<file path="src/soc_pkg.sv">
// ==============================
// Shared bus types and memory map of the fabric
// Regions decode on the top address nibble only
// Bursts assume 32-bit beats inside one 128-bit line
// ==============================

package soc_pkg;

  // ==============================
  // Bus payloads
  // ==============================

  // One bus data word
  typedef logic [31:0] wb_data_t;

  // Master request, held until ack or err
  typedef struct packed {
    logic       cyc;
    logic       stb;
    logic       we;
    logic [31:0] adr;
    wb_data_t   dat;
    logic [3:0] sel;
    logic [2:0] cti;
  } wb_req_t;

  // Slave response, no stall and no retry
  typedef struct packed {
    wb_data_t dat;
    logic     ack;
    logic     err;
  } wb_rsp_t;

  // Cycle type codes
  localparam logic [2:0] cti_classic_c = 3'b000;
  localparam logic [2:0] cti_incr_c    = 3'b010;
  localparam logic [2:0] cti_eob_c     = 3'b111;

  // ==============================
  // Line geometry
  // ==============================
  localparam int unsigned line_w_c         = 128;
  localparam int unsigned words_per_line_c = line_w_c / 32;
  localparam int unsigned line_bytes_c     = line_w_c / 8;
  // Byte offset bits inside one line
  localparam int unsigned line_off_w_c     = $clog2(line_bytes_c);
  // Word slot bits inside one line
  localparam int unsigned word_sel_w_c     = $clog2(words_per_line_c);

  // ==============================
  // Address map
  // ==============================
  localparam int unsigned region_w_c   = 4;
  localparam logic [31:0] ram_base_c   = 32'h8000_0000;
  localparam logic [31:0] clint_base_c = 32'h3000_0000;

  // CLINT register offsets, high words at +4
  localparam int unsigned clint_off_w_c        = 16;
  localparam logic [15:0] clint_msip_off_c     = 16'h0000;
  localparam logic [15:0] clint_mtimecmp_off_c = 16'h4000;
  localparam logic [15:0] clint_mtime_off_c    = 16'hBFF8;

endpackage
</file>
<file path="src/clint_slave.sv">
// ==============================
// CLINT with mtime, mtimecmp and msip
// Ack one cycle after stb, read data registered
// Unknown offsets read zero and drop writes
// ==============================
`timescale 1ns/1ps

module clint_slave (
  input  logic             clk_i,
  input  logic             rst_ni,
  input  soc_pkg::wb_req_t req_i,
  output soc_pkg::wb_rsp_t rsp_o,
  output logic             timer_irq_o,
  output logic             sw_irq_o
);
  import soc_pkg::*;

  localparam logic [15:0] MTIMECMP_HI = clint_mtimecmp_off_c + 16'd4;
  localparam logic [15:0] MTIME_HI    = clint_mtime_off_c + 16'd4;

  logic                     req_v;
  logic                     acc_first;
  logic                     wr_en;
  logic                     rd_en;
  logic [clint_off_w_c-1:0] reg_off;
  logic [63:0]              mtime_q;
  logic [63:0]              mtime_d;
  logic [63:0]              mtimecmp_q;
  logic                     msip_q;
  logic                     ack_q;
  wb_data_t                 rdata_d;
  wb_data_t                 rdata_q;

  // Byte-enable merge of one 32-bit half
  function automatic wb_data_t merge_bytes(wb_data_t old_val, wb_data_t new_val,
                                           logic [3:0] sel);
    wb_data_t res;
    res = old_val;
    for (int b = 0; b < 4; b++) begin
      if (sel[b]) begin
        res[b*8 +: 8] = new_val[b*8 +: 8];
      end
    end
    return res;
  endfunction

  assign req_v     = req_i.cyc & req_i.stb;
  // Access acts once, in its first cycle
  assign acc_first = req_v & ~ack_q;
  assign wr_en     = acc_first & req_i.we;
  assign rd_en     = acc_first & ~req_i.we;
  assign reg_off   = {req_i.adr[clint_off_w_c-1:2], 2'b00};

  // ==============================
  // Counter
  // ==============================
  always_comb begin
    mtime_d = mtime_q + 64'd1;
    if (wr_en && (reg_off == clint_mtime_off_c)) begin
      mtime_d[31:0] = merge_bytes(mtime_q[31:0], req_i.dat, req_i.sel);
    end
    if (wr_en && (reg_off == MTIME_HI)) begin
      mtime_d[63:32] = merge_bytes(mtime_q[63:32], req_i.dat, req_i.sel);
    end
  end

  // ==============================
  // Registers
  // ==============================
  always_ff @(posedge clk_i) begin
    if (!rst_ni) begin
      mtime_q    <= '0;
      mtimecmp_q <= '1;
      msip_q     <= 1'b0;
      ack_q      <= 1'b0;
    end else begin
      mtime_q <= mtime_d;
      ack_q   <= acc_first;
      if (wr_en) begin
        case (reg_off)
          clint_msip_off_c: begin
            if (req_i.sel[0]) begin
              msip_q <= req_i.dat[0];
            end
          end
          clint_mtimecmp_off_c: begin
            mtimecmp_q[31:0] <= merge_bytes(mtimecmp_q[31:0], req_i.dat, req_i.sel);
          end
          MTIMECMP_HI: begin
            mtimecmp_q[63:32] <= merge_bytes(mtimecmp_q[63:32], req_i.dat, req_i.sel);
          end
          default: ;
        endcase
      end
    end
  end

  // Read select
  always_comb begin
    case (reg_off)
      clint_msip_off_c:     rdata_d = {31'b0, msip_q};
      clint_mtimecmp_off_c: rdata_d = mtimecmp_q[31:0];
      MTIMECMP_HI:          rdata_d = mtimecmp_q[63:32];
      clint_mtime_off_c:    rdata_d = mtime_q[31:0];
      MTIME_HI:             rdata_d = mtime_q[63:32];
      default:              rdata_d = '0;
    endcase
  end

  always_ff @(posedge clk_i) begin
    if (rd_en) begin
      rdata_q <= rdata_d;
    end
  end

  assign rsp_o.dat = rdata_q;
  assign rsp_o.ack = ack_q;
  assign rsp_o.err = 1'b0;

  // Interrupt levels
  assign timer_irq_o = (mtime_q >= mtimecmp_q);
  assign sw_irq_o    = msip_q;

endmodule

</file>
<file path="config.mk">
export PLATFORM = sky130hd
export DESIGN_NAME = clint_slave
export DESIGN_NICKNAME = d
export VERILOG_FILES = /design/src/soc_pkg.sv /design/src/clint_slave.sv
export SDC_FILE = /design/constraint.sdc
export NUM_CORES = 1
export LEC_CHECK = 0
export BUFFER_PORTS_ARGS = -buffer_cell sky130_fd_sc_hd__buf_2
export CORE_ASPECT_RATIO = 2
export CORE_MARGIN = 1
export CORE_UTILIZATION = 55
export DETAILED_ROUTE_END_ITERATION = 10
export MAX_ROUTING_LAYER = met4
export PLACE_DENSITY = 0.84
export REMOVE_ABC_BUFFERS = 1
export SYNTH_ARGS = -nofsm -noshare
export SYNTH_HDL_FRONTEND = slang
export SYNTH_SLANG_ARGS = --single-unit
</file>
<file path="constraint.sdc">
create_clock -name clk_i -period 9.4 [get_ports clk_i]
set_input_delay 1.88 -clock clk_i [delete_from_list [all_inputs] [get_ports clk_i]]
set_output_delay 1.88 -clock clk_i [all_outputs]
set_load 0.01 [all_outputs]
</file>
==> flow_metrics.env <==
export IMPL_status="completed"
export IMPL_drtAntennaViolNets=0
export IMPL_place_inst=1404
export IMPL_ios=112
export IMPL_worst_pin_slew_ns=0.8615
export IMPL_place_congestion=0.9593
export IMPL_cp_startpoint="mtime_q[12]"
export IMPL_clk_latency_ns=0.44
export IMPL_synth_area_mm2=0.009640
export IMPL_via_count=9732
export IMPL_cts_made_buffers=17
export IMPL_synth_edff_count=32
export IMPL_cts_buffer_depth=2
export IMPL_grt_pass1_vias=9623
export IMPL_num_antenna_cells=0
export IMPL_synth_top_area_share=0.2700
export IMPL_finalHoldViolCount=0
export IMPL_crit_buf_inv=1
export IMPL_slew_headroom=0.4204
export IMPL_postLayoutCoreUtil=0.6275
export IMPL_final_cells=1436
export IMPL_crit_chain="ha_1 -> nand4_1 -> or4_1 -> or4_1 -> a31oi_1 -> a311oi_1 -> nand2_1 -> buf_2"
export IMPL_grt_start_max_net_pins=53
export IMPL_seq_area_frac_synth=0.3696
export IMPL_slowest_delay_ns=0.67
export IMPL_tns_ns=0
export IMPL_antenna_found_initial=0
export IMPL_finalCriticalPeriod_ns=5.187
export IMPL_rsz0062_at_grt="false"
export IMPL_vdd_drop_max_mv=0.1268
export IMPL_fmax_mhz=192.8
export IMPL_yosysMostFrequentCell="nand2_1"
export IMPL_ctsResizeCount=0
export IMPL_netlist_top_cells_area="dfxtp_1 27%, edfxtp_1 10%, ha_1 8.4%"
export IMPL_worst_ep_arrival_time_ns=3.31
export IMPL_drive_above_1_share=0.1338
export IMPL_cts_htree_levels=4
export IMPL_drtIter0Drc=922
export IMPL_start_kind="register"
export IMPL_core_mm2=0.01719
export IMPL_r2r_start="mtime_q[31]"
export IMPL_die_w_um=95.62
export IMPL_track_usage=0.3544
export IMPL_syn2layout_area_growth_pct=11.87
export IMPL_drc=0
export IMPL_dieHeight_um=189.2
export IMPL_hold_path_class="register to register"
export IMPL_p_per_area_mw_per_mm2=141.2
export IMPL_skew_ns=0.01035
export IMPL_crit_top_cell="or4_1"
export IMPL_min_from="ack_q"
export IMPL_drv_slew=0
export IMPL_setup_viol_count_final=0
export IMPL_netlist_instances=1170
export IMPL_synth_distinct_cells=68
export IMPL_vias_per_cell=6.777
export IMPL_fin_nets=1354
export IMPL_yosysWarnings=0
export IMPL_cts_root_buf="clkbuf_16"
export IMPL_hold_buffers=0
export IMPL_grt_pass1_wl_mm=47.59
export IMPL_cp_top_family="simple AND/OR/NAND/NOR gates"
export IMPL_ys_top_cells_by_count="178 x nand2_1, 130 x dfxtp_1, 79 x inv_1"
export IMPL_io_buffers=89
export IMPL_dieArea_mm2=0.01809
export IMPL_clock_sinks=162
export IMPL_setup_slack_ns=4.213
export IMPL_drv_cap=0
export IMPL_synth_area_per_cell_um2=8.240
export IMPL_crit_slowest_cell="or4_1"
export IMPL_rows=68
export IMPL_overflow=0
export IMPL_wl_per_cell_um=21.03
export IMPL_power_leakage_nw=4.744
export IMPL_start_util=0.5609
export IMPL_clk_pin_slew_ns=0.07
export IMPL_synth_top_flop_cell="dfxtp_1"
export IMPL_cp_required_ns=7.52
export IMPL_async_reset_ff_frac=0
export IMPL_firstDrtPassIters=6
export IMPL_cts_setup_buffers=0
export IMPL_tritoncts="yes"
export IMPL_yosysTopAreaCell="dfxtp_1"
export IMPL_crit_path_end_kind="output port"
export IMPL_place_hpwl_mm=21.19
export IMPL_crit_type="register to output port"
export IMPL_period_share=0.5518
export IMPL_path_max_fanout=10
export IMPL_dp_slack_ns=4.737
export IMPL_ys_ff_latch=162
export IMPL_routed_wl_mm=30.20
-- cell usage in the layout (no fill, tap or decap), types with 33 or more instances in the layout --
cell / synthesis / final
nor2_1: 42 / 41
inv_1: 79 / 79
dfxtp_1: 130 / 130
nand4_1: 33 / 33
buf_2: 14 / 89
ha_1: 65 / 65
o21ai_0: 56 / 56
o211ai_1: 69 / 69
nand3_1: 46 / 46
nand2_1: 178 / 178
a21oi_1: 72 / 72
-- stage by stage --
step	instance area, um2	hold WS [ns]	power [mW]
finish	10790	0.5177	1.523
global route	10790	0.5420	1.552
CTS	10790	0.5160	1.522
detailed placement	10150	0.5039	0.7886
global placement	10150	0.4823	0.7875
floorplan	9300	0.4636	0.7462
-- worst reg2reg max path: cells and delay by family, from the launching register on --
kind	cells	cell delay (ns)
flops	1	0.64
simple gates	5	2.05
compound gates	1	0.15
-- area by class of cell --
class                   instances  area, um2
clock buffers                  23      521.8
clock inverters                 9      112.6
fillers                      1514       6401
inverters                      79      296.5
multi-input cells             848       5463
flip-flops and latches        162       3563
well taps                     210      262.8
repair buffers                105      565.5
-- kinds of logic (layout without fill, tap and decap cells) --
| logic type | count (synthesis) | in the layout | share of synthesized area |
|---|---|---|---|
| AND/OR/NAND/NOR | 438 | 438 | 0.2319 |
| AO/OA/AOI/OAI | 314 | 314 | 0.2173 |
| flip-flops | 162 | 162 | 0.3696 |
| buffers and inverters | 160 | 216 | 0.06606 |
| adder cells (fa/ha/maj) | 65 | 65 | 0.08436 |
| XOR/XNOR | 16 | 16 | 0.01454 |
| multiplexers | 14 | 14 | 0.01583 |
| other | 1 | 1 | 0.0003890 |
-- metal layers --
metal,GRT usage,share of wire,vias to the layer above
met1,0.3508,0.34,4570
li1,-,-,4435
met5,-,0,-
met3,0.05422,0.066,197
met2,0.5846,0.51,530
met4,0.3106,0.091,0
-- state kept, by name, summed over array words and instances (netlist names) --
name and flops:
ack_q 1, mtimecmp_q 64, rdata_q 32, mtime_q 64, sw_irq_o 1
-- power by group --
group | total (mW) | switching (mW) | internal [mW]
Sequential | 0.714 | 0.00319 | 0.710
Clock | 0.748 | 0.301 | 0.448
Combinational | 0.0615 | 0.0418 | 0.0197
-- path summary, 6_finish.rpt --
path	slack (ns)	to	depth (start not counted)
hold / removal	0.52	ack_q	1
setup / recovery	4.21	timer_irq_o	8
hold reg to reg	0.52	ack_q	1
setup reg to reg	6.48	mtime_q[58]	6
Power figures use the tool's default switching activity.
