[config.mk]
export PLATFORM = sky130hd
export DESIGN_NAME = wb_decoder
export DESIGN_NICKNAME = d
export VERILOG_FILES = /design/src/soc_pkg.sv /design/src/wb_decoder.sv
export SDC_FILE = /design/constraint.sdc
export NUM_CORES = 1
export LEC_CHECK = 0
export ABC_AREA = 0
export BUFFER_PORTS_ARGS = -buffer_cell sky130_fd_sc_hd__buf_4
export CAP_MARGIN = 25
export CORE_AREA = 3 3 125 127
export DETAILED_ROUTE_END_ITERATION = 10
export DIE_AREA = 0 0 128 130
export SKIP_CTS_REPAIR_TIMING = 1
export SLEW_MARGIN = 20
export SYNTH_ARGS = -nofsm -noshare
export SYNTH_HDL_FRONTEND = slang
export SYNTH_SLANG_ARGS = --single-unit
[constraint.sdc]
create_clock -name clk_i -period 1.05 [get_ports clk_i]
set_input_delay 0.0525 -clock clk_i [delete_from_list [all_inputs] [get_ports clk_i]]
set_output_delay 0.0525 -clock clk_i [all_outputs]
set_load 0.05 [all_outputs]
[src/soc_pkg.sv]
// ==============================
// Shared bus types and memory map of the fabric
// Regions decode on the top address nibble only
// Bursts assume 32-bit beats inside one 128-bit line
// ==============================

package soc_pkg;

  // ==============================
  // Bus payloads
  // ==============================

  // One bus data word
  typedef logic [31:0] wb_data_t;

  // Master request, held until ack or err
  typedef struct packed {
    logic       cyc;
    logic       stb;
    logic       we;
    logic [31:0] adr;
    wb_data_t   dat;
    logic [3:0] sel;
    logic [2:0] cti;
  } wb_req_t;

  // Slave response, no stall and no retry
  typedef struct packed {
    wb_data_t dat;
    logic     ack;
    logic     err;
  } wb_rsp_t;

  // Cycle type codes
  localparam logic [2:0] cti_classic_c = 3'b000;
  localparam logic [2:0] cti_incr_c    = 3'b010;
  localparam logic [2:0] cti_eob_c     = 3'b111;

  // ==============================
  // Line geometry
  // ==============================
  localparam int unsigned line_w_c         = 128;
  localparam int unsigned words_per_line_c = line_w_c / 32;
  localparam int unsigned line_bytes_c     = line_w_c / 8;
  // Byte offset bits inside one line
  localparam int unsigned line_off_w_c     = $clog2(line_bytes_c);
  // Word slot bits inside one line
  localparam int unsigned word_sel_w_c     = $clog2(words_per_line_c);

  // ==============================
  // Address map
  // ==============================
  localparam int unsigned region_w_c   = 4;
  localparam logic [31:0] ram_base_c   = 32'h8000_0000;
  localparam logic [31:0] clint_base_c = 32'h3000_0000;

  // CLINT register offsets, high words at +4
  localparam int unsigned clint_off_w_c        = 16;
  localparam logic [15:0] clint_msip_off_c     = 16'h0000;
  localparam logic [15:0] clint_mtimecmp_off_c = 16'h4000;
  localparam logic [15:0] clint_mtime_off_c    = 16'hBFF8;

endpackage
[src/wb_decoder.sv]
// ==============================
// One master to RAM or CLINT
// Unmapped addresses get a same-cycle err pulse
// Adds no cycles to any access
// ==============================
`timescale 1ns/1ps

module wb_decoder (
  input  logic             clk_i,
  input  logic             rst_ni,
  input  soc_pkg::wb_req_t m_req_i,
  output soc_pkg::wb_rsp_t m_rsp_o,
  output soc_pkg::wb_req_t ram_req_o,
  input  soc_pkg::wb_rsp_t ram_rsp_i,
  output soc_pkg::wb_req_t clint_req_o,
  input  soc_pkg::wb_rsp_t clint_rsp_i
);
  import soc_pkg::*;

  logic [region_w_c-1:0] region;
  logic                  ram_hit;
  logic                  clint_hit;
  logic                  miss_err;
  logic                  err_blk_q;

  // ==============================
  // Region match
  // ==============================
  assign region    = m_req_i.adr[31 -: region_w_c];
  assign ram_hit   = (region == ram_base_c[31 -: region_w_c]);
  assign clint_hit = (region == clint_base_c[31 -: region_w_c]);

  // No target, so answer directly while the request is held
  assign miss_err = m_req_i.cyc & m_req_i.stb & ~ram_hit & ~clint_hit & ~err_blk_q;

  // Blocks err in the cycle after a pulse
  always_ff @(posedge clk_i) begin
    if (!rst_ni) begin
      err_blk_q <= 1'b0;
    end else begin
      err_blk_q <= miss_err;
    end
  end

  // Full request to both, stb only to the hit
  always_comb begin
    ram_req_o       = m_req_i;
    ram_req_o.stb   = m_req_i.stb & ram_hit;
    clint_req_o     = m_req_i;
    clint_req_o.stb = m_req_i.stb & clint_hit;
  end

  // ==============================
  // Response return
  // ==============================
  always_comb begin
    if (ram_hit) begin
      m_rsp_o = ram_rsp_i;
    end else if (clint_hit) begin
      m_rsp_o = clint_rsp_i;
    end else begin
      m_rsp_o.dat = '0;
      m_rsp_o.ack = 1'b0;
      m_rsp_o.err = miss_err;
    end
  end

endmodule

==> results.md, run 1 <==
* Global-route wire length before repair at 7270 um
* CP required at 1.00 ns
* Hold Crit Class: input pin to primary output
* Largest family of logic cells by synthesized area: buffers and inverters
* Crit end category: primary output
* Cells on worst reg2reg path at 2
* Final Hold Viols at 0
* Placed cell area at 1670 um^2
* Worst-path fanout max at 6
* WP data arrival at 1.17 ns
* Syn_nets at 339
* Fmax at 820 MHz
* Part of the cycle the worst path needs at 1.16
* Peak supply drop at 204 uV
* Biggest register: err_blk_q
* DR vias at 1,095
* Row Count at 44
* Antenna violations before repair at 0
* Hpwl dp at 5020 um
* Layout cell share with drive strength beyond 1 at 0.961
* CP Launch Type: input pin
* Detailed Routing Iterations Pass 1 at 3
* Initial Util at 0.104
* Layout area overhead at 24.1%
* Routed wire per std cell at 15.8 um
* Via density at 3.02
* Post-route ant nets at 0
* Mapped Area at 1510 um^2
* Most frequent cells in the layout: buf_4, a22o_2, buf_6, buf_8, a22o_1
* Failing checks: setup timing
* Routed WL at 5720 um
* Max FFs per register at 1
* Max-cap violations at 0
* Worst Setup Slack, final at -0.170 ns
* Final min period at 1.22 ns
* Starting DRC count in detailed routing at 20
* Ant diodes at 0
* Slew Viols, Final at 0
* Fin util at 0.129
* Final nets at 324
* Mux share of post-synthesis cell area at 0
* Die Ht at 130 um
* Vias in the first global route at 1,213
* Post-synthesis register bit count at 1
* Routability-driven placement congestion ratio at 0.763
* DR DRC count at 0
* Compound-gate portion of the synthesized area at 0.198
* Final instance area at 1880 um^2
* # setup viols final at 35
* Setup CP Type: input pin to primary output
* Pwr Density at 422 nW/um^2
* Synth Area in Simple Gates at 0.0414
* Clock skew at 0 ns
* Largest net degree at the start of global routing at 13
* Commonest non-fill, non-tap cell in the layout: buf_4
* GRT Overall Usage at 0.0568
* Max_slew headroom at 0.832
* Non-Filler Instances at 362
* XOR/XNOR Fraction of Synth Area at 0
* Synth warn at 0
* Yosys cell types at 10
* Top flop regs: err_blk_q (1)
* Port-buffer cells at 121
* Worst slew pin tran at 0.250 ns
* Syn avg cell area at 7.76 um^2
* Die area at 16,600 um^2
* Core area at 14,500 um^2
* Pwr Total at 0.000792 W
* GRT Residual Overflow at 0
* Placed insts at 360
* # IOs at 326
* Register area share after synthesis at 0.0132
* Syn Inst Count at 195
* Worst-Skew Late Latency at 0 ns
* P_leak at 0.902 nW
* Hold Path Cell Cnt at 0
* Die width at 128 um
* Adder-Cell Fraction of Synth Area at 0
* Status: complete, but fails checks
* RSZ-0062 raised after global routing: yes
## area by class of cell
type | count | area, um^2
fillers | 1684 | 12700
multi-input cells | 41 | 440
flip-flops and latches | 1 | 20.0
well taps | 184 | 230
repair buffers | 136 | 1190
## synth_stat cells, drive strengths merged
| master | count | area, um^2 |
|---|---|---|
| buf | 153 | 1130 |
| a22o | 33 | 289 |
| and2 | 3 | 18.8 |
| a221o | 1 | 10.0 |
| dfxtp | 1 | 20.0 |
| nand2 | 1 | 3.75 |
| nor4 | 1 | 6.26 |
| nor4b | 1 | 23.8 |
| nor4bb | 1 | 10.0 |
## kinds of logic (layout without fill, tap and decap cells)
group	Yosys count	count (layout)
buffers and inverters	153	136
flip-flops	1	1
AND/OR/NAND/NOR	7	7
AO/OA/AOI/OAI	34	34
## metal layers
metal / track usage / vias to the layer above / share of wire
li1: - / 473 / -
met1: 0.0579 / 461 / 0.32
met2: 0.0896 / 88 / 0.44
met3: 0.0168 / 73 / 0.13
met4: 0.0605 / 0 / 0.12
met5: 0 / - / 0
## critical path, stage by stage
cell,delay (ns)
buf_8,0.11
nor4bb_4,0.31
buf_6,0.18
nor4_4,0.05
a221o_2,0.31
buf_8,0.15
## power breakdown
group	switching [W]	leakage, nW	internal (W)	total, W
sequential	0.00000117	0.00818	0.0000404	0.0000416
combinational	0.000378	0.893	0.000372	0.000751
clock	0	0	0	0
## stage by stage
step,setup TNS [ns],setup WS [ns],hold slack [ns]
global placement,-4.69,-0.249,0.105
CTS,-5.44,-0.255,0.105
floorplan,-0.962,-0.0331,0.174
detailed placement,-5.35,-0.253,0.105
global route,-4.09,-0.198,0.105
finish,-2.84,-0.170,0.105
## worst paths after layout
kind / slack, ns / endpoint / from
worst max register to register: 0.23 / err_blk_q$_SDFF_PN0_ / err_blk_q$_SDFF_PN0_
worst min register to register: 0.60 / err_blk_q$_SDFF_PN0_ / err_blk_q$_SDFF_PN0_
worst max-delay path: -0.17 / m_rsp_o[0] / m_req_i[69]
worst min-delay path: 0.11 / clint_req_o[57] / m_req_i[57]
No activity file was read; power rests on OpenSTA's default activity.
==> inputs of run 2 (changes only) <==
--- a/config.mk
+++ b/config.mk
@@ -8,9 +8,9 @@
 export ABC_AREA = 0
 export BUFFER_PORTS_ARGS = -buffer_cell sky130_fd_sc_hd__buf_4
 export CAP_MARGIN = 25
-export CORE_AREA = 3 3 125 127
+export CORE_AREA = 3 3 126 128
 export DETAILED_ROUTE_END_ITERATION = 10
-export DIE_AREA = 0 0 128 130
+export DIE_AREA = 0 0 129 131
 export SKIP_CTS_REPAIR_TIMING = 1
 export SLEW_MARGIN = 20
 export SYNTH_ARGS = -nofsm -noshare
==> constraint.sdc (replaced) <==
create_clock -name clk_i -period 1.1 [get_ports clk_i]
set_input_delay 0.055 -clock clk_i [delete_from_list [all_inputs] [get_ports clk_i]]
set_output_delay 0.055 -clock clk_i [all_outputs]
set_load 0.05 [all_outputs]
==> run 2 against run 1 <==
Against the previous run: the run still ends with setup timing left; worst hold slack better by 0.0050 ns; sequential share of layout area about the same; sequential power is 5% lower; via count is 6.2% higher; combinational power decreased by 4.4%; first-iteration DRC count increased by 30%; critical path type unchanged; largest power group unchanged.
==> results.md, run 2 (synthesized netlist as in run 1, its figures left out) <==
* Most frequent cells in the layout: buf_4, a22o_2, buf_6, buf_8, a22o_1 (unchanged)
* CP top delay family: buffers and inverters (unchanged)
* Met2 Usage GRT at 0.0787 (was 0.0896)
* Global-route wire length before repair at 6650 um (was 7270 um)
* P_leak at 0.910 nW (was 0.902 nW)
* RSZ-0062 raised after global routing: yes (unchanged)
* Via density at 3.19 (was 3.02)
* Final min period at 1.24 ns
* # setup viols final at 35 (unchanged)
* Pwr Density at 391 nW/um^2 (was 422 nW/um^2)
* CP dominant cell by count: buf_6 (was buf_8)
* Hpwl dp at 4770 um (was 5020 um)
* Vias in the first global route at 1,112 (was 1,213)
* Max-cap violations at 0 (unchanged)
* Final TNS setup at -2.03 ns (was -2.84 ns)
* CP Launch Type: input pin (unchanged)
* Clock skew at 0 ns (unchanged)
* Grt met1 use at 0.0408 (was 0.0579)
* Fmax at 809 MHz
* Hold Crit Class: input pin to primary output (unchanged)
* Crit-path max cell delay at 0.32 ns (was 0.31 ns)
* Worst Setup Slack, final at -0.137 ns (was -0.170 ns)
* DR DRC count at 0 (unchanged)
* Setup CP Type: input pin to primary output (unchanged)
* Biggest register: err_blk_q (unchanged)
* Post-route ant nets at 0 (unchanged)
* Fin util at 0.129 (about the same)
* Slew Viols, Final at 0 (unchanged)
* Port-buffer cells at 121 (unchanged)
* Failing checks: setup timing (unchanged)
* DR vias at 1,163 (was 1,095)
* WP data arrival at 1.18 ns (was 1.17 ns)
* Die area at 16,900 um^2 (was 16,600 um^2)
* Crit end category: primary output (unchanged)
* Peak supply drop at 182 uV (was 204 uV)
* Final Hold Viols at 0 (unchanged)
* Pre-CTS WS at -0.214 ns (was -0.253 ns)
* Layout area overhead at 28.0% (was 24.1%)
* Die Ht at 131 um (was 130 um)
* Max_slew headroom at 0.816 (was 0.832)
* Slowest stage cell, crit path: nor4b_4 (was nor4bb_4)
* Die width at 129 um (was 128 um)
* Commonest non-fill, non-tap cell in the layout: buf_4 (unchanged)
* Max FFs per register at 1 (unchanged)
* Detailed Routing Iterations Pass 1 at 4 (was 3)
* Initial Util at 0.101 (was 0.104)
* Starting DRC count in detailed routing at 26 (was 20)
* Final nets at 323 (was 324)
* Critical path cell sequence: buf_8 > nor4b_4 > buf_6 > nor4_4 > a221o_1 > buf_6 (was buf_8 > nor4bb_4 > buf_6 > nor4_4 > a221o_2 > buf_8)
* Largest net degree at the start of global routing at 22 (was 13)
* CP required at 1.04 ns (was 1.00 ns)
* # IOs at 326 (unchanged)
* Row Count at 45 (was 44)
* Worst hold margin at 0.110 ns (was 0.105 ns)
* Top flop regs: err_blk_q (1) (unchanged)
* Status: complete, but fails checks (unchanged)
* Routed wire per std cell at 15.2 um (was 15.8 um)
* GRT Overall Usage at 0.0516 (was 0.0568)
* Worst-path fanout max at 6 (unchanged)
* Antenna violations before repair at 0 (unchanged)
* Met3 Use GR at 0.0321 (was 0.0168)
* GRT Residual Overflow at 0 (unchanged)
* Placed cell area at 1670 um^2 (about the same)
* Layout cell share with drive strength beyond 1 at 0.955 (was 0.961)
* Final instance area at 1940 um^2 (was 1880 um^2)
* Ant diodes at 0 (unchanged)
* Routed WL at 5550 um (was 5720 um)
* Part of the cycle the worst path needs at 1.12
* Worst slew pin tran at 0.275 ns (was 0.250 ns)
* Layer with the highest usage: met2 (unchanged)
* Core area at 15,000 um^2 (was 14,500 um^2)
* Worst-Skew Late Latency at 0 ns (about the same)
* Crit path buf inv count at 3 (unchanged)
* Routability-driven placement congestion ratio at 0.623 (was 0.763)
[run 2: final cells by class]
type,instances,area [um^2]
Timing Repair Buffer,135,1240
Multi-Input combinational cell,41,438
Fill cell,1716,13000
Sequential cell,1,20.0
Tap cell,188,235
[run 2: worst reg2reg max path, cell delays in order (launching register included)]
cell	delay [ns]
dfxtp_1	0.30
nor4_4	0.28
and2_1	0.15
[run 2: metrics by stage]
stage | power (W) | std cells
detailed placement | 0.000691 | 363
CTS | 0.000692 | 363
global route | 0.000792 | 365
floorplan | 0.00170 | 195
global placement | 0.000682 | 363
finish | 0.000758 | 365
[run 2: metal layers]
layer	part of all wire	up-vias
met5	0	-
met4	0.11	0
met3	0.18	65
met2	0.46	142
met1	0.24	483
li1	-	473
[run 2: report_power, final]
part | switching, W | internal, W
Combinational | 0.000354 | 0.000364
Clock | 0 | 0
Sequential | 0.00000113 | 0.0000386
Total | 0.000356 | 0.000402
[run 2: worst paths after layout]
path / from / end / slack, ns / cells after the start
max: m_req_i[69] / m_rsp_o[0] / -0.14 / 6
min: m_req_i[0] / ram_req_o[0] / 0.11 / 0
max reg2reg: err_blk_q$_SDFF_PN0_ / err_blk_q$_SDFF_PN0_ / 0.31 / 2
min reg2reg: err_blk_q$_SDFF_PN0_ / err_blk_q$_SDFF_PN0_ / 0.58 / 2
